===== config.mk =====
export PLATFORM = sky130hd
export DESIGN_NAME = corr_top
export DESIGN_NICKNAME = d
export VERILOG_FILES = /design/src/corr_pkg.sv /design/src/quad_sampler.sv /design/src/bank_switch.sv /design/src/correlator_block.sv /design/src/bus_decode.sv /design/src/corr_top.sv
export SDC_FILE = /design/constraint.sdc
export NUM_CORES = 1
export LEC_CHECK = 0
export BUFFER_PORTS_ARGS = -buffer_cell sky130_fd_sc_hd__buf_4
export CORE_UTILIZATION = 60
export DETAILED_ROUTE_END_ITERATION = 12
export GPL_TIMING_DRIVEN = 0
export PLACE_DENSITY = 0.77
export SLEW_MARGIN = 20
export SYNTH_ARGS = -nofsm -noshare
export SYNTH_HDL_FRONTEND = slang
export SYNTH_SLANG_ARGS = --single-unit

===== constraint.sdc =====
create_clock -name clk_i -period 6.9 [get_ports clk_i]
set_clock_uncertainty 0.05 [all_clocks]
set_input_delay 1.38 -clock clk_i [delete_from_list [all_inputs] [get_ports clk_i]]
set_output_delay 1.38 -clock clk_i [all_outputs]
set_load 0.01 [all_outputs]

===== src/corr_pkg.sv =====
`default_nettype none

package corr_pkg;

   // ------------------------------------------------------------
   // Array geometry
   // ------------------------------------------------------------
   localparam int ANT_NUM       = 4;   // Antennas, one sign bit each
   localparam int PAIR_NUM      = 6;   // All baselines of four antennas
   localparam int PAIRS_PER_BLK = 3;  // Baselines served by one correlator block

   // Baseline table, pair p correlates PAIR_A[p] with PAIR_B[p]
   // Order is (0,1) (0,2) (0,3) (1,2) (1,3) (2,3)
   localparam int PAIR_A [PAIR_NUM] = '{0, 0, 0, 1, 1, 2};
   localparam int PAIR_B [PAIR_NUM] = '{1, 2, 3, 2, 3, 3};

   // ------------------------------------------------------------
   // Read bus address map
   // ------------------------------------------------------------
   // Low bits pick a word inside a block
   // Word 2k is the real count of pair k, word 2k+1 the imaginary one
   localparam int ADR_W   = 6;  // Full bus address
   localparam int DEV_LSB = 3;  // Device field starts here, also the word width
   localparam int DEV_W   = 3;  // Device field width
   localparam int DEV_NUM = 2;  // Correlator blocks mapped on the bus

endpackage

`default_nettype wire


===== src/quad_sampler.sv =====
`default_nettype none

module quad_sampler (
   input  wire logic                        clk_i,
   input  wire logic                        rst,
   input  wire logic                        enable_i,   // Sample is present this cycle
   input  wire logic [corr_pkg::ANT_NUM-1:0] antenna_i, // Sign bit per antenna
   output      logic                        valid_o,    // re_o and im_o are new
   output      logic [corr_pkg::ANT_NUM-1:0] re_o,
   output      logic [corr_pkg::ANT_NUM-1:0] im_o
);

   // ------------------------------------------------------------
   // Capture and quadrature delay
   // ------------------------------------------------------------
   // The imaginary stream is simply the prior captured sample,
   // a crude stand-in for a quarter-period shift
   always_ff @(posedge clk_i) begin
      if (rst) begin
         valid_o <= 1'b0;
         re_o    <= '0;
         im_o    <= '0;        // No history yet
      end else begin
         valid_o <= enable_i;  // One strobe per captured sample
         if (enable_i) begin
            re_o <= antenna_i; // New real sample
            im_o <= re_o;      // Shift last real into imaginary
         end
      end
   end

   // Outputs hold their value between captures, only valid_o
   // tells the correlators when to count

endmodule

`default_nettype wire


===== src/bank_switch.sv =====
`default_nettype none

module bank_switch #(
   parameter int ACC_W = 16
) (
   input  wire logic             clk_i,
   input  wire logic             rst,
   input  wire logic             valid_i,     // Sample strobe from the sampler
   input  wire logic [ACC_W-1:0] blocksize_i, // Integration length minus one
   output      logic             swap_o,      // One-cycle bank swap pulse
   output      logic             bank_o       // Current bank index
);

   // ------------------------------------------------------------
   // Sample counter
   // ------------------------------------------------------------
   logic [ACC_W-1:0] cnt_q;  // Samples already in this integration
   logic             last;   // This valid closes the integration

   assign last = valid_i && (cnt_q == blocksize_i);

   always_ff @(posedge clk_i) begin
      if (rst) begin
         cnt_q <= '0;
      end else if (last) begin
         cnt_q <= '0;          // Next valid starts a fresh block
      end else if (valid_i) begin
         cnt_q <= cnt_q + 1'b1;
      end
   end

   // ------------------------------------------------------------
   // Swap pulse and bank index
   // ------------------------------------------------------------
   // Both change on the cycle after the closing sample, so the
   // accumulators already hold that sample when swap is seen
   always_ff @(posedge clk_i) begin
      if (rst) begin
         swap_o <= 1'b0;
         bank_o <= 1'b0;
      end else begin
         swap_o <= last;       // High for exactly one cycle
         if (last) begin
            bank_o <= ~bank_o; // Flip read-out bank
         end
      end
   end

   // A valid landing in the swap cycle is counted normally above,
   // it belongs to the new integration

endmodule

`default_nettype wire


===== src/correlator_block.sv =====
`default_nettype none

module correlator_block #(
   parameter int ACC_W      = 16,
   parameter int FIRST_PAIR = 0   // First entry of the pair table for this block
) (
   input  wire logic                          clk_i,
   input  wire logic                          rst,
   input  wire logic                          valid_i,  // New sample this cycle
   input  wire logic [corr_pkg::ANT_NUM-1:0]  re_i,
   input  wire logic [corr_pkg::ANT_NUM-1:0]  im_i,
   input  wire logic                          swap_i,   // Close integration
   input  wire logic                          stb_i,    // Read strobe from decoder
   input  wire logic [corr_pkg::DEV_LSB-1:0]  word_i,   // Word inside this block
   output      logic                          ack_o,
   output      logic [ACC_W-1:0]              dat_o
);

   localparam int NP = corr_pkg::PAIRS_PER_BLK;

   // ------------------------------------------------------------
   // Sign agreement per pair
   // ------------------------------------------------------------
   logic [NP-1:0] agree_re;  // re(a) == re(b)
   logic [NP-1:0] agree_im;  // re(a) == im(b)

   for (genvar k = 0; k < NP; k++) begin : g_pair
      localparam int A = corr_pkg::PAIR_A[FIRST_PAIR + k];  // First antenna
      localparam int B = corr_pkg::PAIR_B[FIRST_PAIR + k];  // Second antenna

      // XNOR of the sign bits, one means the signs agree
      assign agree_re[k] = ~(re_i[A] ^ re_i[B]);
      assign agree_im[k] = ~(re_i[A] ^ im_i[B]);
   end

   // ------------------------------------------------------------
   // Accumulators and read-out bank
   // ------------------------------------------------------------
   logic [ACC_W-1:0] acc_re  [NP];  // Running counts
   logic [ACC_W-1:0] acc_im  [NP];
   logic [ACC_W-1:0] bank_re [NP];  // Totals of the last closed integration
   logic [ACC_W-1:0] bank_im [NP];

   always_ff @(posedge clk_i) begin
      if (rst) begin
         for (int k = 0; k < NP; k++) begin
            acc_re[k]  <= '0;
            acc_im[k]  <= '0;
            bank_re[k] <= '0;   // Reads return zero until the first swap
            bank_im[k] <= '0;
         end
      end else begin
         for (int k = 0; k < NP; k++) begin
            if (swap_i) begin
               bank_re[k] <= acc_re[k];   // Totals include the closing sample
               bank_im[k] <= acc_im[k];
               // Restart, keeping a sample that arrives with the swap
               acc_re[k]  <= valid_i ? ACC_W'(agree_re[k]) : '0;
               acc_im[k]  <= valid_i ? ACC_W'(agree_im[k]) : '0;
            end else if (valid_i) begin
               acc_re[k]  <= acc_re[k] + ACC_W'(agree_re[k]);
               acc_im[k]  <= acc_im[k] + ACC_W'(agree_im[k]);
            end
         end
      end
   end

   // ------------------------------------------------------------
   // Read port
   // ------------------------------------------------------------
   logic [1:0]       pair_sel;  // Pair index from the word address
   logic [ACC_W-1:0] rd_word;   // Addressed read-out word

   assign pair_sel = word_i[2:1];

   always_comb begin
      rd_word = '0;             // Words past the last pair read as zero
      for (int k = 0; k < NP; k++) begin
         if (pair_sel == k) begin
            rd_word = word_i[0] ? bank_im[k] : bank_re[k];
         end
      end
   end

   // Acknowledge one cycle after the strobe, data alongside it
   always_ff @(posedge clk_i) begin
      if (rst) begin
         ack_o <= 1'b0;
      end else begin
         ack_o <= stb_i;
      end
   end

   always_ff @(posedge clk_i) begin
      if (stb_i) begin
         dat_o <= rd_word;      // Held until the next read
      end
   end

endmodule

`default_nettype wire


===== src/bus_decode.sv =====
`default_nettype none

module bus_decode #(
   parameter int ACC_W = 16
) (
   input  wire logic                                      clk_i,
   input  wire logic                                      rst,
   input  wire logic                                      stb_i,     // Host read strobe
   input  wire logic [corr_pkg::ADR_W-1:0]                adr_i,
   input  wire logic [corr_pkg::DEV_NUM-1:0]              blk_ack_i,
   input  wire logic [corr_pkg::DEV_NUM-1:0][ACC_W-1:0]   blk_dat_i,
   output      logic [corr_pkg::DEV_NUM-1:0]              blk_stb_o, // One-hot
   output      logic [corr_pkg::DEV_LSB-1:0]              word_o,
   output      logic                                      ack_o,
   output      logic                                      err_o,     // Unmapped device
   output      logic [ACC_W-1:0]                          dat_o
);

   // ------------------------------------------------------------
   // Device select
   // ------------------------------------------------------------
   logic [corr_pkg::DEV_W-1:0] dev;    // Device field of the current address
   logic [corr_pkg::DEV_W-1:0] dev_q;  // Device of the read in flight

   assign dev = adr_i[corr_pkg::DEV_LSB +: corr_pkg::DEV_W];

   always_ff @(posedge clk_i) begin
      if (rst) begin
         blk_stb_o <= '0;
         err_o     <= 1'b0;
         dev_q     <= '0;
      end else begin
         for (int d = 0; d < corr_pkg::DEV_NUM; d++) begin
            blk_stb_o[d] <= stb_i && (dev == d);  // At most one block
         end
         err_o <= stb_i && (dev >= corr_pkg::DEV_NUM); // Nothing mapped there
         if (stb_i) begin
            dev_q <= dev;       // Remember where the answer comes from
         end
      end
   end

   // Word address travels with the strobe
   always_ff @(posedge clk_i) begin
      if (stb_i) begin
         word_o <= adr_i[corr_pkg::DEV_LSB-1:0];
      end
   end

   // ------------------------------------------------------------
   // Return path
   // ------------------------------------------------------------
   // Blocks register their reply, so this mux just picks the one
   // addressed earlier
   always_comb begin
      ack_o = 1'b0;
      dat_o = '0;
      for (int d = 0; d < corr_pkg::DEV_NUM; d++) begin
         if (dev_q == d) begin
            ack_o = blk_ack_i[d];
            dat_o = blk_dat_i[d];
         end
      end
   end

endmodule

`default_nettype wire


===== src/corr_top.sv =====
`default_nettype none

module corr_top #(
   parameter int ACC_W = 16  // Count and bus data width
) (
   input  wire logic                         clk_i,
   input  wire logic                         rst,

   // Antenna samples
   input  wire logic                         enable_i,    // Acquisition enabled
   input  wire logic [corr_pkg::ANT_NUM-1:0] antenna_i,
   input  wire logic [ACC_W-1:0]             blocksize_i, // Samples per block minus one
   output      logic                         strobe_o,    // Sample reached correlators
   output      logic                         bank_o,
   output      logic                         switch_o,    // Integration closed

   // Read bus
   input  wire logic                         stb_i,
   input  wire logic [corr_pkg::ADR_W-1:0]   adr_i,
   output      logic                         ack_o,
   output      logic                         err_o,
   output      logic [ACC_W-1:0]             dat_o
);

   logic [corr_pkg::ANT_NUM-1:0]            re;       // Real sign stream
   logic [corr_pkg::ANT_NUM-1:0]            im;       // Delayed stream
   logic [corr_pkg::DEV_NUM-1:0]            blk_stb;  // Per-block read strobe
   logic [corr_pkg::DEV_LSB-1:0]            word;
   logic [corr_pkg::DEV_NUM-1:0]            blk_ack;
   logic [corr_pkg::DEV_NUM-1:0][ACC_W-1:0] blk_dat;

   // ------------------------------------------------------------
   // Sample path
   // ------------------------------------------------------------
   quad_sampler u_sampler (
      .clk_i     (clk_i),
      .rst       (rst),
      .enable_i  (enable_i),
      .antenna_i (antenna_i),
      .valid_o   (strobe_o),  // Also the correlator count enable
      .re_o      (re),
      .im_o      (im)
   );

   bank_switch #(.ACC_W(ACC_W)) u_switch (
      .clk_i       (clk_i),
      .rst         (rst),
      .valid_i     (strobe_o),
      .blocksize_i (blocksize_i),
      .swap_o      (switch_o),  // Drives both blocks
      .bank_o      (bank_o)
   );

   // ------------------------------------------------------------
   // Correlator blocks, pairs 0..2 and 3..5
   // ------------------------------------------------------------
   correlator_block #(.ACC_W(ACC_W), .FIRST_PAIR(0)) blk0 (
      .clk_i   (clk_i),
      .rst     (rst),
      .valid_i (strobe_o),
      .re_i    (re),
      .im_i    (im),
      .swap_i  (switch_o),
      .stb_i   (blk_stb[0]),
      .word_i  (word),
      .ack_o   (blk_ack[0]),
      .dat_o   (blk_dat[0])
   );

   correlator_block #(.ACC_W(ACC_W), .FIRST_PAIR(3)) blk1 (
      .clk_i   (clk_i),
      .rst     (rst),
      .valid_i (strobe_o),
      .re_i    (re),
      .im_i    (im),
      .swap_i  (switch_o),
      .stb_i   (blk_stb[1]),
      .word_i  (word),
      .ack_o   (blk_ack[1]),
      .dat_o   (blk_dat[1])
   );

   // ------------------------------------------------------------
   // Read bus decoder
   // ------------------------------------------------------------
   bus_decode #(.ACC_W(ACC_W)) u_decode (
      .clk_i     (clk_i),
      .rst       (rst),
      .stb_i     (stb_i),
      .adr_i     (adr_i),
      .blk_ack_i (blk_ack),
      .blk_dat_i (blk_dat),
      .blk_stb_o (blk_stb),
      .word_o    (word),
      .ack_o     (ack_o),
      .err_o     (err_o),
      .dat_o     (dat_o)
   );

endmodule

`default_nettype wire


# Yosys cells after proc, flatten, opt, wreduce, memory -nomap -nowiden
# Memories as Yosys holds them, arrays and structs flattened.
# Cells that the tools add are included.
word_totals:
  register_bits: 70
  latchBits: 0
  ramBits: 384
  rom_bits: 0
  input_bits: 30
  out_inout_bits: 21
  word_cells: 183
  memories: 8
mem_list:
  columns: ["name", "words", "width", "read_ports", "rd_clocked_by_memory_dff", "write_ports", "line", "rtl"]
  rows:
  - ["blk0.acc_im", 3, 16, 3, 0, 3, "correlator_block.sv:40", "logic [ACC_W-1:0] acc_im [NP];"]
  - ["blk0.acc_re", 3, 16, 3, 0, 3, "correlator_block.sv:39", "logic [ACC_W-1:0] acc_re [NP];"]
  - ["blk0.bank_im", 3, 16, 3, 0, 3, "correlator_block.sv:42", "logic [ACC_W-1:0] bank_im [NP];"]
  - ["blk0.bank_re", 3, 16, 3, 0, 3, "correlator_block.sv:41", "logic [ACC_W-1:0] bank_re [NP];"]
  - ["blk1.acc_im", 3, 16, 3, 0, 3, "correlator_block.sv:40", null]
  - ["blk1.acc_re", 3, 16, 3, 0, 3, "correlator_block.sv:39", null]
  - ["2 more memories", null, null, null, null, null, null, null]
classes:
  n_addsub: 13
  n_mul: 0
  n_div: 0
  order_cmp: 1
  n_eq_ne: 5
  shifts: 0
  n_mux: 73
  bitwise: 61
  reduce_logical: 8
op_table:
  columns: ["operator", "n"]
  rows:
  - ["2-to-1 mux 16 bit", 50]
  - ["adder 16 x 1 -> 16 bit", 12]
  - ["OR 1 bit", 36]
  - ["2-to-1 mux 1 bit", 23]
  - ["adder 16 x 1 -> 16 bit, second input constant", 1]
  - ["equality test 16 bit", 1]
  - ["NOT 1 bit", 13]
  - ["bitwise XOR 1 bit", 12]
  - ["equality test 3 x 1 -> 1 bit, second input constant", 2]
  - ["logical NOT 3 bit", 2]
  - ["logical AND 1 bit", 4]
  - ["greater-or-equal comparator 3 x 2 -> 1 bit, second input constant", 1]
  - ["equality test 2 x 1 -> 1 bit, second input constant", 1]
  - ["equality test 2 bit, second input constant", 1]
  - ["logical NOT 2 bit", 1]
  - ["OR reduction 2 bit", 1]

# Logic depth before layout (Yosys ltp)
depth:
  depth_word: 5
  ltp_mapped: 9

# Cells and area by module
# A second synthesis with hierarchy kept.
hier_totals:
  cells_unflattened: 1806
  hier_area_um2: 21983.6
modules_own_cells:
  columns: ["mod", "n_inst", "cells_each", "area_per_inst_um2"]
  rows:
  - ["correlator_block at blk0", 1, 804, 10127.2]
  - ["correlator_block at blk1", 1, 810, 10033.4]
  - ["bank_switch", 1, 105, 933.4]
  - ["bus_decode", 1, 59, 576.8]
  - ["quad_sampler", 1, 28, 312.8]

# Worst setup path before layout
# OpenSTA, ideal clock, no wires.
synth_timing:
  kind: "in2reg"
  start: "in rst"
  end: "mem blk0.bank_im[0][0], enable pin"
  arrival_ns: 5.307
  required_time_ns: 6.306
  path_slack_ns: 1.000
  stages: 3
  cell_sequence: "nor2_1 -> clkbuf_1 -> inv_1"
synth_lines:
  columns: ["element", "line", "rtl"]
  rows:
  - ["start, declared", "corr_top.sv:7", "input wire logic rst,"]
  - ["end, declared", "correlator_block.sv:42", null]

# Worst setup path in the final report
layout_timing:
  start: "reg u_decode.dev_q[0] in the netlist's numbering"
  end: "out dat_o[7]"
layout_via:
  elab_chain_cells: 3
layout_lines:
  columns: ["element", "line", "rtl"]
  rows:
  - ["start, declared", "bus_decode.sv:23", "logic [corr_pkg::DEV_W-1:0] dev_q;"]
  - ["start signal, assigned", "bus_decode.sv:38", "dev_q <= dev;"]
  - ["logical NOT 3 bit", "bus_decode.sv:59", "if (dev_q == d) begin"]
  - ["2-to-1 mux 16 bit", "bus_decode.sv:59", null]
  - ["2-to-1 mux 16 bit *", "bus_decode.sv:59", null]
  - ["end, declared", "corr_top.sv:22", "output logic [ACC_W-1:0] dat_o"]
# Every way passes the cells marked *; elsewhere a longest branch is shown, timed or not.

==> flow_metrics.tcl <==
set metrics [dict create \
    status "finished, final reports clean" \
    p_total_mw 6.35 \
    grt_usage 0.285 \
    tightest_slew_ps 1160 \
    critPathKind "flip-flop to output pin" \
    rr_endpoint "blk1.bank_im[0][9]" \
    r2r_cells 5 \
    first_pass_iters 5 \
    hold_violations 0 \
    drtIter0Drc 1494 \
    crit_fanout 10 \
    cts_root_buffer "clkbuf_16" \
    vias_per_cell 6.04 \
    gp_congestion 0.922 \
    antenna_found_initial 0 \
    die_width_um 191 \
    antenna_left 0 \
    drive_above_1_share 0.108 \
    worstReg2RegStart "u_switch.swap_o" \
    synth-adder-area-share 0.0129 \
    slew_viol_final 0 \
    synth_cell_types 43 \
    r2r_slack_ps 3800 \
    vias 13971 \
    postCtsSetupBuffers 0 \
    cts_resized 0 \
    areaGrowthSynthToFinish_pct 12.7 \
    synth_top_area_frac 0.588 \
    initial_core_util 0.615 \
    pwr_density_cell_nw_per_um2 263 \
    cts_max_level 2 \
    synthTopCellsByCount "419 x edfxtp_1, 230 x nor2_1, 197 x and2_1, 106 x xor2_1, 79 x xnor2_1" \
    synth_top_family_by_area "simple AND/OR/NAND/NOR gates" \
    synth-compound-area-share 0.0369 \
    peakVddDrop_mv 0.225 \
    ys_top_cells_by_area "edfxtp_1 59%, and2_1 5.8%, xor2_1 4.3%, nor2_1 4.0%, xnor2_1 3.2%" \
    grt_overflow 0 \
    routed_wl_mm 50.6 \
    crit_chain "nor3b_2, clkbuf_1, a22o_1, buf_4" \
    cts_num_sinks 453 \
    drv_cap 0 \
    hp-start "u_switch.bank_o" \
    hold_end "u_switch.bank_o" \
    diodes 0 \
    leakagePower_nw 8.66 \
    crit_cells 4 \
    fmax_ghz 0.254 \
    syn_avg_cell_area_um2 12.5 \
    grt_pass1_vias 13668 \
    muxShareOfSynthArea 0.0512 \
    rsz0062_at_grt "false" \
    port_buffers 49 \
    finalCritPeriodShare 0.570 \
    drcViolationCount 0 \
    synth_warnings 0 \
    io_pins 51 \
    synth.most_common_cell "edfxtp_1" \
    min_path_cells 2 \
    holdCritPathClass "flip-flop to flip-flop" \
    dp_hpwl_mm 35.4 \
    critPathSlowestCell "nor3b_2" \
    crit_buf_inv 2 \
    setup_viol 0 \
    fin_util 0.693 \
    endpoint_kind "output pin" \
    synthXorXnorAreaFrac 0.0779 \
    worstPathRequired_ps 5470 \
    die_y_um 191 \
    clock_latency_ps 560 \
    row_count 68 \
    synth-async-reset-ratio 0 \
    ctsHoldBuffers 0 \
    clockBufferDepth 3 \
    tritoncts "built" \
    cts_buffers 47 \
    seq_area_frac_synth 0.619 \
    grt_max_degree 100 \
    crit_arrival_ps 2500 \
    synthesis.nets 1770 \
    die_area_um2 36400 \
    max_slew_margin 0.230 \
    path_delay_family "simple AND/OR/NAND/NOR gates" \
    crit_path_start_kind "flip-flop" \
    synth_seq_cells 453 \
    synthCells 1718 \
    synthFlopType "edfxtp_1" \
    cts.clk_slew.worst_paths_ps 60 \
    fp.coreArea_um2 34800 \
    synth_top_cell_by_area "edfxtp_1" \
    wl_per_cell_um 21.9 \
    grt_first_pass_wirelength_mm 77.4 \
    min_period_ps 3930 \
    synth_area_um2 21400 \
    slowest_delay_ps 730 \
    fin_nets 1873 \
    synth-simple-area-share 0.178 \
    synth_enable_flop_cells 419 \
]
## worst max-delay path by stage
stage                 startpoint                  end  slack, ps
6_report       u_decode.dev_q[0]             dat_o[7]       2970
5_1_grt        u_decode.dev_q[0]             dat_o[7]       2890
4_1_cts        u_decode.dev_q[0]             dat_o[7]       2980
3_5_place_dp                 rst   blk1.bank_im[0][9]       2990
3_3_place_gp                 rst  blk1.bank_re[0][29]      -1110
2_1_floorplan                rst   blk0.bank_im[0][0]       1000
## worst reg2reg max path: cells and delay by family (launching register included)
kind | cells | cell delay [ps]
and+or+nand+nor | 1 | 140
buffers and inverters | 4 | 2040
DFF | 1 | 420
## where the power goes
part	switching (mW)	internal, mW	total (mW)	leakage [nW]
combinational	0.272	0.166	0.438	3.22
sequential	0.105	3.13	3.23	4.63
clock	1.06	1.62	2.68	0.807
total	1.44	4.91	6.35	8.66
## layer usage
layer | routed length (um) | track usage | vias to the layer above | part of all wire
li1 | - | - | 6384 | -
met1 | 21000 | 0.392 | 6887 | 0.42
met2 | 24300 | 0.469 | 600 | 0.48
met3 | 3670 | 0.0356 | 100 | 0.072
met4 | 1680 | 0.101 | 0 | 0.033
met5 | 0 | 0 | - | 0
## cells in the final DEF, fill, tap and decap left out, types with 37 or more instances in the layout
master / synthesis / final
nor2_1: 230 / 230
and2_1: 197 / 197
clkbuf_1: 44 / 50
xor2_1: 106 / 106
mux2i_1: 69 / 69
a21oi_1: 54 / 54
xnor2_1: 79 / 79
clkbuf_16: 0 / 49
nand3_1: 61 / 61
inv_1: 38 / 37
buf_4: 4 / 53
nand2_1: 60 / 60
nand4_1: 44 / 44
edfxtp_1: 419 / 419
## flip-flops by register name, indices dropped and copies added (netlist names), 16 cells and up
name,count
blk1.dat_o,16
blk0.bank_re,48
blk0.acc_im,48
blk0.bank_im,48
blk1.acc_im,48
u_switch.cnt_q,16
blk1.bank_im,48
blk1.acc_re,48
blk1.bank_re,48
blk0.acc_re,48
blk0.dat_o,16
## stage by stage
stage / cells / instance area [um2] / hold slack (ps) / setup TNS [ps] / worst slack (ps)
after floorplan: 1718 / 21400 / 426 / 0 / 1000
after global placement: 2222 / 22400 / 430 / -208400 / -1110
after detailed placement: 2227 / 22500 / 446 / 0 / 2990
after CTS: 2314 / 24100 / 462 / 0 / 2980
after global routing: 2314 / 24100 / 475 / 0 / 2890
final: 2314 / 24100 / 465 / 0 / 2970
## area by class of cell
class / count / area [um2]
repair buffers: 54 / 483
well taps: 455 / 569
plain buffers: 79 / 355
fillers: 2399 / 10700
clock inverters: 26 / 304
multi-input cells: 1148 / 7670
flip-flops and latches: 453 / 13300
inverters: 38 / 150
clock buffers: 61 / 1330
## kinds of logic after synthesis
group | Yosys count
buffers and inverters | 117
adder cells (fa/ha/maj) | 22
AO/OA/AOI/OAI | 131
multiplexers | 87
XOR/XNOR | 188
AND/OR/NAND/NOR | 720
flip-flops | 453
No activity file was read; power rests on OpenSTA's default activity.
